<file path="config.mk">
export PLATFORM = sky130hd
export DESIGN_NAME = decode_stage
export DESIGN_NICKNAME = d
export VERILOG_FILES = /design/src/hdl/rv_decode_pkg.sv /design/src/hdl/decode_pipe_reg.sv /design/src/hdl/decode_stage.sv /design/src/hdl/imm_gen.sv /design/src/hdl/uop_decoder.sv
export VERILOG_INCLUDE_DIRS = /design/src /design/src/hdl
export SDC_FILE = /design/constraint.sdc
export NUM_CORES = 1
export LEC_CHECK = 0
export ABC_AREA = 0
export BUFFER_PORTS_ARGS = -buffer_cell sky130_fd_sc_hd__buf_2
export CAP_MARGIN = 20
export CORE_MARGIN = 5
export CORE_UTILIZATION = 46
export DETAILED_ROUTE_END_ITERATION = 16
export GPL_TIMING_DRIVEN = 0
export HOLD_SLACK_MARGIN = 0.05
export PLACE_DENSITY = 0.82
export SLEW_MARGIN = 25
export SYNTH_ARGS = -nofsm -noshare
export SYNTH_HDL_FRONTEND = slang
export SYNTH_SLANG_ARGS = --single-unit
export TNS_END_PERCENT = 1
</file>
<file path="constraint.sdc">
create_clock -name clk -period 5.5 [get_ports clk]
set_input_delay 0.55 -clock clk [delete_from_list [all_inputs] [get_ports clk]]
set_output_delay 0.55 -clock clk [all_outputs]
set_load 0.05 [all_outputs]
</file>
<file path="src/hdl/rv_decode_consts.svh">
`ifndef RV_DECODE_CONSTS_SVH
`define RV_DECODE_CONSTS_SVH

// datapath and register file
`define RV_XLEN           32
`define RV_REG_IDX_W      5

// instruction field positions
`define RV_OPCODE_LO      0
`define RV_OPCODE_HI      6
`define RV_OPCODE_W       7
`define RV_RD_LO          7
`define RV_FUNCT3_LO      12
`define RV_FUNCT3_W       3
`define RV_RS1_LO         15
`define RV_RS2_LO         20

// selects sub and sra
`define RV_FUNCT7_ALT_BIT 30

// major opcodes
`define RV_OPC_LOAD       7'b0000011
`define RV_OPC_STORE      7'b0100011
`define RV_OPC_OP_IMM     7'b0010011
`define RV_OPC_OP         7'b0110011
`define RV_OPC_LUI        7'b0110111
`define RV_OPC_AUIPC      7'b0010111
`define RV_OPC_BRANCH     7'b1100011
`define RV_OPC_JAL        7'b1101111
`define RV_OPC_JALR       7'b1100111

`endif

</file>
<file path="src/hdl/rv_decode_pkg.sv">
`include "rv_decode_consts.svh"

package rv_decode_pkg;

    // execution unit that takes the micro-op
    typedef enum logic [2:0] {
        UOP_NONE = 3'd0,
        UOP_LSU  = 3'd1,
        UOP_ALU  = 3'd2,
        UOP_JUMP = 3'd3,
        UOP_LDPC = 3'd4
    } uop_class_e;

    typedef enum logic [3:0] {
        ALU_ADD  = 4'd0,
        ALU_SUB  = 4'd1,
        ALU_XOR  = 4'd2,
        ALU_OR   = 4'd3,
        ALU_AND  = 4'd4,
        ALU_SLT  = 4'd5,
        ALU_SLTU = 4'd6,
        ALU_SLL  = 4'd7,
        ALU_SRL  = 4'd8,
        ALU_SRA  = 4'd9
    } alu_op_e;

    // lt and ge cover both signed and unsigned compares
    typedef enum logic [2:0] {
        BR_NONE = 3'd0,
        BR_EQ   = 3'd1,
        BR_NE   = 3'd2,
        BR_LT   = 3'd3,
        BR_GE   = 3'd4,
        BR_JAL  = 3'd5,
        BR_JALR = 3'd6
    } branch_cond_e;

    typedef enum logic [2:0] {
        IMM_I = 3'd0,
        IMM_S = 3'd1,
        IMM_B = 3'd2,
        IMM_U = 3'd3,
        IMM_J = 3'd4
    } imm_fmt_e;

    typedef struct packed {
        logic [`RV_XLEN-1:0] instr;
        logic [`RV_XLEN-1:0] cur_pc;
        logic [`RV_XLEN-1:0] next_pc;
    } fetch_pkt_t;

    typedef struct packed {
        uop_class_e               uop_class;
        alu_op_e                  alu_op;
        branch_cond_e             branch_cond;
        logic                     cmp_unsigned;
        logic                     mem_load;
        logic [1:0]               mem_size;
        logic                     mem_unsigned;
        logic                     need_pc;
        logic                     src2_is_imm;
        logic [`RV_REG_IDX_W-1:0] rs1_idx;
        logic [`RV_REG_IDX_W-1:0] rs2_idx;
        logic [`RV_REG_IDX_W-1:0] rd_idx;
        logic [`RV_XLEN-1:0]      imm;
        logic [`RV_XLEN-1:0]      pc;
        logic [`RV_XLEN-1:0]      next_pc;
    } decoded_uop_t;

endpackage

</file>
<file path="src/hdl/decode_pipe_reg.sv">
`timescale 1ns/1ps

module decode_pipe_reg
    import rv_decode_pkg::*;
(
    input  logic         clk,
    input  logic         rst,
    input  logic         in_valid,
    input  decoded_uop_t in_uop,
    output logic         in_ready,
    output logic         out_valid,
    output decoded_uop_t out_uop,
    input  logic         out_ready
);

    logic         occupied;
    decoded_uop_t uop_q;
    logic         load;

    // free slot, or the held item leaves this cycle
    assign in_ready = !occupied || out_ready;
    assign load     = in_valid && in_ready;

    always_ff @(posedge clk) begin
        if (rst) begin
            occupied <= 1'b0;
        end else if (in_ready) begin
            occupied <= in_valid;
        end
    end

    always_ff @(posedge clk) begin
        if (load) begin
            uop_q <= in_uop;
        end
    end

    assign out_valid = occupied;
    assign out_uop   = uop_q;

    // stalled output must not change under the consumer
    a_stall_stable: assert property (
        @(posedge clk) disable iff (rst)
        (out_valid && !out_ready) |=> (out_valid && $stable(out_uop))
    ) else $error("decode output changed while stalled");

    // an empty stage always accepts
    a_empty_accepts: assert property (
        @(posedge clk) disable iff (rst)
        (!out_valid && in_valid) |=> out_valid
    ) else $error("decode stage empty but did not accept");

endmodule

</file>
<file path="src/hdl/decode_stage.sv">
`timescale 1ns/1ps

module decode_stage
    import rv_decode_pkg::*;
(
    input  logic         clk,
    input  logic         rst,
    input  logic         in_valid,
    input  fetch_pkt_t   in_pkt,
    output logic         in_ready,
    output logic         out_valid,
    output decoded_uop_t out_uop,
    input  logic         out_ready
);

    decoded_uop_t dec_uop;

    // decode is combinational, the register adds the single cycle
    uop_decoder i_decoder (
        .pkt (in_pkt),
        .uop (dec_uop)
    );

    decode_pipe_reg i_pipe_reg (
        .clk       (clk),
        .rst       (rst),
        .in_valid  (in_valid),
        .in_uop    (dec_uop),
        .in_ready  (in_ready),
        .out_valid (out_valid),
        .out_uop   (out_uop),
        .out_ready (out_ready)
    );

endmodule

</file>
<file path="src/hdl/imm_gen.sv">
`timescale 1ns/1ps
`include "rv_decode_consts.svh"

module imm_gen
    import rv_decode_pkg::*;
(
    input  logic [`RV_XLEN-1:0] instr,
    input  imm_fmt_e            fmt,
    output logic [`RV_XLEN-1:0] imm
);

    logic sign;

    // every format takes its sign from the top instruction bit
    assign sign = instr[`RV_XLEN-1];

    always_comb begin
        case (fmt)
            IMM_I: begin
                imm = {{20{sign}}, instr[31:20]};
            end
            IMM_S: begin
                imm = {{20{sign}}, instr[31:25], instr[11:7]};
            end
            IMM_B: begin
                // offset in half-words, bit 0 always zero
                imm = {{19{sign}}, instr[31], instr[7], instr[30:25], instr[11:8], 1'b0};
            end
            IMM_U: begin
                imm = {instr[31:12], 12'b0};
            end
            IMM_J: begin
                imm = {{11{sign}}, instr[31], instr[19:12], instr[20], instr[30:21], 1'b0};
            end
            default: begin
                imm = '0;
            end
        endcase
    end

endmodule

</file>
<file path="src/hdl/uop_decoder.sv">
`timescale 1ns/1ps
`include "rv_decode_consts.svh"

module uop_decoder
    import rv_decode_pkg::*;
(
    input  fetch_pkt_t   pkt,
    output decoded_uop_t uop
);

    logic [`RV_OPCODE_W-1:0]  opcode;
    logic [`RV_FUNCT3_W-1:0]  funct3;
    logic                     alt;
    logic [`RV_REG_IDX_W-1:0] rs1;
    logic [`RV_REG_IDX_W-1:0] rs2;
    logic [`RV_REG_IDX_W-1:0] rd;
    imm_fmt_e                 imm_fmt;
    logic                     has_imm;
    logic [`RV_XLEN-1:0]      imm;

    assign opcode = pkt.instr[`RV_OPCODE_HI:`RV_OPCODE_LO];
    assign funct3 = pkt.instr[`RV_FUNCT3_LO +: `RV_FUNCT3_W];
    assign alt    = pkt.instr[`RV_FUNCT7_ALT_BIT];
    assign rs1    = pkt.instr[`RV_RS1_LO +: `RV_REG_IDX_W];
    assign rs2    = pkt.instr[`RV_RS2_LO +: `RV_REG_IDX_W];
    assign rd     = pkt.instr[`RV_RD_LO +: `RV_REG_IDX_W];

    // sub only exists for register-register ops
    function automatic alu_op_e decode_alu(input logic [2:0] f3, input logic f7_alt,
                                           input logic allow_sub);
        case (f3)
            3'b000:  return (f7_alt && allow_sub) ? ALU_SUB : ALU_ADD;
            3'b001:  return ALU_SLL;
            3'b010:  return ALU_SLT;
            3'b011:  return ALU_SLTU;
            3'b100:  return ALU_XOR;
            3'b101:  return f7_alt ? ALU_SRA : ALU_SRL;
            3'b110:  return ALU_OR;
            default: return ALU_AND;
        endcase
    endfunction

    function automatic branch_cond_e decode_branch(input logic [2:0] f3);
        case (f3)
            3'b000:         return BR_EQ;
            3'b001:         return BR_NE;
            3'b100, 3'b110: return BR_LT;
            3'b101, 3'b111: return BR_GE;
            default:        return BR_NONE;
        endcase
    endfunction

    // immediate format per opcode
    always_comb begin
        imm_fmt = IMM_I;
        has_imm = 1'b1;
        case (opcode)
            `RV_OPC_LOAD, `RV_OPC_OP_IMM, `RV_OPC_JALR: imm_fmt = IMM_I;
            `RV_OPC_STORE:                              imm_fmt = IMM_S;
            `RV_OPC_BRANCH:                             imm_fmt = IMM_B;
            `RV_OPC_LUI, `RV_OPC_AUIPC:                 imm_fmt = IMM_U;
            `RV_OPC_JAL:                                imm_fmt = IMM_J;
            default:                                    has_imm = 1'b0;
        endcase
    end

    imm_gen i_imm_gen (
        .instr (pkt.instr),
        .fmt   (imm_fmt),
        .imm   (imm)
    );

    always_comb begin
        uop         = '0;
        uop.pc      = pkt.cur_pc;
        uop.next_pc = pkt.next_pc;
        uop.imm     = has_imm ? imm : '0;
        case (opcode)
            `RV_OPC_LOAD, `RV_OPC_STORE: begin
                uop.uop_class    = UOP_LSU;
                uop.mem_load     = (opcode == `RV_OPC_LOAD);
                uop.mem_size     = funct3[1:0];
                uop.mem_unsigned = funct3[2];
                uop.rs1_idx      = rs1;
                // stores carry data in rs2, loads write rd
                if (opcode == `RV_OPC_STORE) begin
                    uop.rs2_idx = rs2;
                end else begin
                    uop.rd_idx = rd;
                end
            end
            `RV_OPC_OP_IMM: begin
                uop.uop_class   = UOP_ALU;
                uop.alu_op      = decode_alu(funct3, alt, 1'b0);
                uop.src2_is_imm = 1'b1;
                uop.rs1_idx     = rs1;
                uop.rd_idx      = rd;
            end
            `RV_OPC_OP: begin
                uop.uop_class = UOP_ALU;
                uop.alu_op    = decode_alu(funct3, alt, 1'b1);
                uop.rs1_idx   = rs1;
                uop.rs2_idx   = rs2;
                uop.rd_idx    = rd;
            end
            `RV_OPC_LUI, `RV_OPC_AUIPC: begin
                uop.uop_class   = UOP_LDPC;
                uop.need_pc     = (opcode == `RV_OPC_AUIPC);
                uop.src2_is_imm = 1'b1;
                uop.rd_idx      = rd;
            end
            `RV_OPC_BRANCH: begin
                uop.uop_class    = UOP_JUMP;
                uop.branch_cond  = decode_branch(funct3);
                uop.cmp_unsigned = funct3[1];
                uop.rs1_idx      = rs1;
                uop.rs2_idx      = rs2;
            end
            `RV_OPC_JAL: begin
                uop.uop_class   = UOP_JUMP;
                uop.branch_cond = BR_JAL;
                uop.src2_is_imm = 1'b1;
                uop.rd_idx      = rd;
            end
            `RV_OPC_JALR: begin
                uop.uop_class   = UOP_JUMP;
                uop.branch_cond = BR_JALR;
                uop.src2_is_imm = 1'b1;
                uop.rs1_idx     = rs1;
                uop.rd_idx      = rd;
            end
            default: begin
                // unknown opcode leaves class none
                uop.uop_class = UOP_NONE;
            end
        endcase
    end

endmodule

</file>
==> flow_summary_export.csv <==
group,metric,value,unit
status,status,"completed",
global_route,grt_start_max_net_pins,58,
logic_synthesis,synth_top_area_cell,"sky130_fd_sc_hd__edfxtp_1",
worst_setup_path,crit_buf_inv,2,
clocking,h-tree-depth,4,
logic_synthesis,synth.lib_cells_used.distinct,36,
clocking,cts_buffers,17,
routing,postRouteAntennaNets,0,
sta,hold_viol,0,
finish,final_nets,619,
worst_setup_path,critical_path_peak_fanout,57,
sta,timing.setup.tns,0,ps
worst_setup_path,crit_family,"simple AND/OR/NAND/NOR gates",
routing,drtIter0Drc,223,
placement,dpl.hpwl,10100,um
power,leakage_dissipation,2.94,nW
logic_synthesis,synth_seq_area_share,81.8,%
sta,period_share,34.1,%
worst_setup_path,timing.setup.critical_path_class,"reg -> reg",
sta,finalSetupViolations,0,
global_route,grt_antenna_before_repair,0,
sta,rsz0062_at_grt,"no",
power,power_per_cell_area,396,mW/mm2
logic_synthesis,post_synthesis_register_bit_count,129,
global_route,grt_overflow,0,
routing,routed-via-count,3331,
routing,route.detailed.vias_per_inst,4.99,
logic_synthesis,synth-async-reset-ratio,0,%
worst_setup_path,critical_path_arrival,2060,ps
sta,worst_case_clock_skew,8.69,ps
worst_setup_path,cp_data_required_time,5680,ps
sta,timing.final.max_slew_violations,0,
logic_synthesis,synth-edff-count,128,
worst_setup_path,critical-path-slowest-cell,"sky130_fd_sc_hd__and2_4",
clocking,cts.repair_timing.setup_buffer_count,0,
die,fp-row-count,37,
finish,non_filler_cells_in_the_finished_layout,667,
min_path,worstHoldPathType,"in -> reg",
routing,total_wirelength,13200,um
die,design.die.area,0.0124,mm2
die,die-width,111,um
logic_synthesis,post_synth_instance_area,0.00472,mm2
worst_setup_path,end_kind,"flip-flop",
sta,fin_hold_ws,189,ps
global_route,global_route.usage.total,21.6,%
clocking,tritoncts,"yes",
global_route,grt_pass1_vias,3450,
die,initial_utilization,46.4,%
placement,io_buffer_count,226,
placement,post-place-cells,636,
finish,layout_commonest_cell,"sky130_fd_sc_hd__buf_2",
min_path,hold_path.startpoint,"rst",
global_route,wire_length_of_the_first_global_routing_pass,20100,um
sta,achievable-frequency,0.532,GHz
flow_run,drv.max_cap_violation_count,0,
routing,post-route-drc-count,0,
power,vdd.ir_drop.worst,0.236,mV
die,die_height,111,um
finish,drive_gt1_share,51.8,%
worst_setup_path,crit_start,"i_pipe_reg.out_valid",
logic_synthesis,largest_cells_by_area_after_synthesis,"sky130_fd_sc_hd__edfxtp_1 (81%), sky130_fd_sc_hd__and2_1 (2.9%), sky130_fd_sc_hd__a21oi_1 (1.8%)",
clocking,post_cts_resized,0,
worst_setup_path,critical_path_source_type,"flip-flop",
clocking,worst_setup_hold_path_clk_slew,60,ps
logic_synthesis,netlist.area_leader.share,81.4,%
finish,areaGrowthSynthToFinish,41.3,%
worst_setup_path,cells_along_the_critical_path,"nand2b_1 > and2_4 > buf_12 > buf_16",
finish,layout_common_cells,"sky130_fd_sc_hd__buf_2 (232), sky130_fd_sc_hd__edfxtp_1 (128), sky130_fd_sc_hd__and2_1 (21), sky130_fd_sc_hd__a21oi_1 (17), sky130_fd_sc_hd__clkbuf_16 (16)",
sta,post-route-min-period,1880,ps
placement,gpl.final_weighted_congestion,0.859,
logic_synthesis,postSynthNetCount,372,
logic_synthesis,syn-mean-instance-area,17.4,um2
placement,detailed_place.area,0.00608,mm2
logic_synthesis,yosys_most_used_dff,"sky130_fd_sc_hd__edfxtp_1",
worst_setup_path,regToRegStartpoint,"i_pipe_reg.out_valid",
clocking,postCtsHoldBufs,0,
clocking,cts-root-to-sink-buffers,2,
power,total_power,0.00264,W
logic_synthesis,syn_inst,272,
finish,num_antenna_cells,0,
routing,dr.pass1.iters,4,
clocking,clkLatencyLatePin,510,ps
worst_setup_path,timing.critical_path.slowest_cell_delay,480,ps
routing,route.detailed.wl_per_inst,19.8,um
die,pin_count,230,
logic_synthesis,yosys_warnings,0,
clocking,clock_sink_count,129,
sta,slew-limit-headroom,66.1,%
sta,worstMarginPinSlew,509,ps
clocking,clock_tree.root_cell,"sky130_fd_sc_hd__clkbuf_8",
die,core,0.0102,mm2
finish,final_design_area_no_fill,0.00668,mm2
-- stage by stage --
stage | setup WS (ps) | util [%]
floorplan | 969 | -
global placement | 416 | 59.2
detailed placement | 3260 | 59.7
CTS | 3610 | 65.6
global route | 3510 | 65.6
finish | 3620 | 65.6
-- cells in the mapped netlist (2+ instances only) --
cell                         n
sky130_fd_sc_hd__a211oi_1    2
sky130_fd_sc_hd__a21o_1     11
sky130_fd_sc_hd__a21oi_1    17
sky130_fd_sc_hd__and2_1     22
sky130_fd_sc_hd__and3_1      3
sky130_fd_sc_hd__buf_2       6
sky130_fd_sc_hd__buf_6       4
sky130_fd_sc_hd__clkbuf_1    2
sky130_fd_sc_hd__edfxtp_1  128
sky130_fd_sc_hd__inv_1       4
sky130_fd_sc_hd__mux2i_1     2
sky130_fd_sc_hd__nand2_1     9
sky130_fd_sc_hd__nand3_1    13
sky130_fd_sc_hd__nor2_1     11
sky130_fd_sc_hd__nor2b_1     3
sky130_fd_sc_hd__nor3_1      3
sky130_fd_sc_hd__o21ai_0    13
-- registers in the layout (all words and copies together) (netlist names) --
| name | count |
|---|---|
| i_pipe_reg.out_uop | 128 |
| i_pipe_reg.out_valid | 1 |
-- path summary, 6_finish.rpt --
kind | slack (ps) | endpoint | depth (start not counted)
worst max-delay path | 3620 | i_pipe_reg.out_uop[95] | 4
worst min-delay path | 190 | i_pipe_reg.out_valid | 2
worst min register to register | 560 | i_pipe_reg.out_valid | 2
worst max register to register | 3620 | i_pipe_reg.out_uop[95] | 4
-- layer usage --
| metal | up-vias | wire length [um] | global-route usage [%] | share of wire [%] |
|---|---|---|---|---|
| li1 | 1532 | - | - | - |
| met1 | 1616 | 4570 | 22.9 | 35 |
| met2 | 167 | 7220 | 39.4 | 55 |
| met3 | 16 | 1210 | 8.32 | 9.2 |
| met4 | 0 | 191 | 7.06 | 1.4 |
| met5 | - | 0 | 0 | 0 |
-- where the power goes --
part	leakage [nW]	internal [W]	switching [W]
Clock	0.289	0.000731	0.000400
Combinational	1.39	0.0000772	0.000276
Sequential	1.26	0.00114	0.0000135
Total	2.94	0.00195	0.000690
-- area by class of cell --
type / count / area, um2
timing repair buffer: 228 / 1180
tap: 136 / 170
buffer: 12 / 82.6
fill: 732 / 3510
clock inverter: 14 / 188
sequential: 129 / 3860
inverter: 5 / 18.8
clock buffer: 17 / 414
multi-input combinational: 126 / 762
-- cells by family after synthesis --
family,share of synthesized area (%)
DFF,81.8
and+or+nand+nor,8.98
AOI/OAI and AO/OA,6.28
buffers and inverters,2.14
muxes,0.424
xor gates and xnor gates,0.185
adders and majority gates,0.212
-- worst reg2reg max path: cells and delay by family (launching register included) --
kind	cells	cell delay, ps
DFF	1	320
buffers and inverters	2	600
and+or+nand+nor	2	600
(Power assumes the default switching activity.)
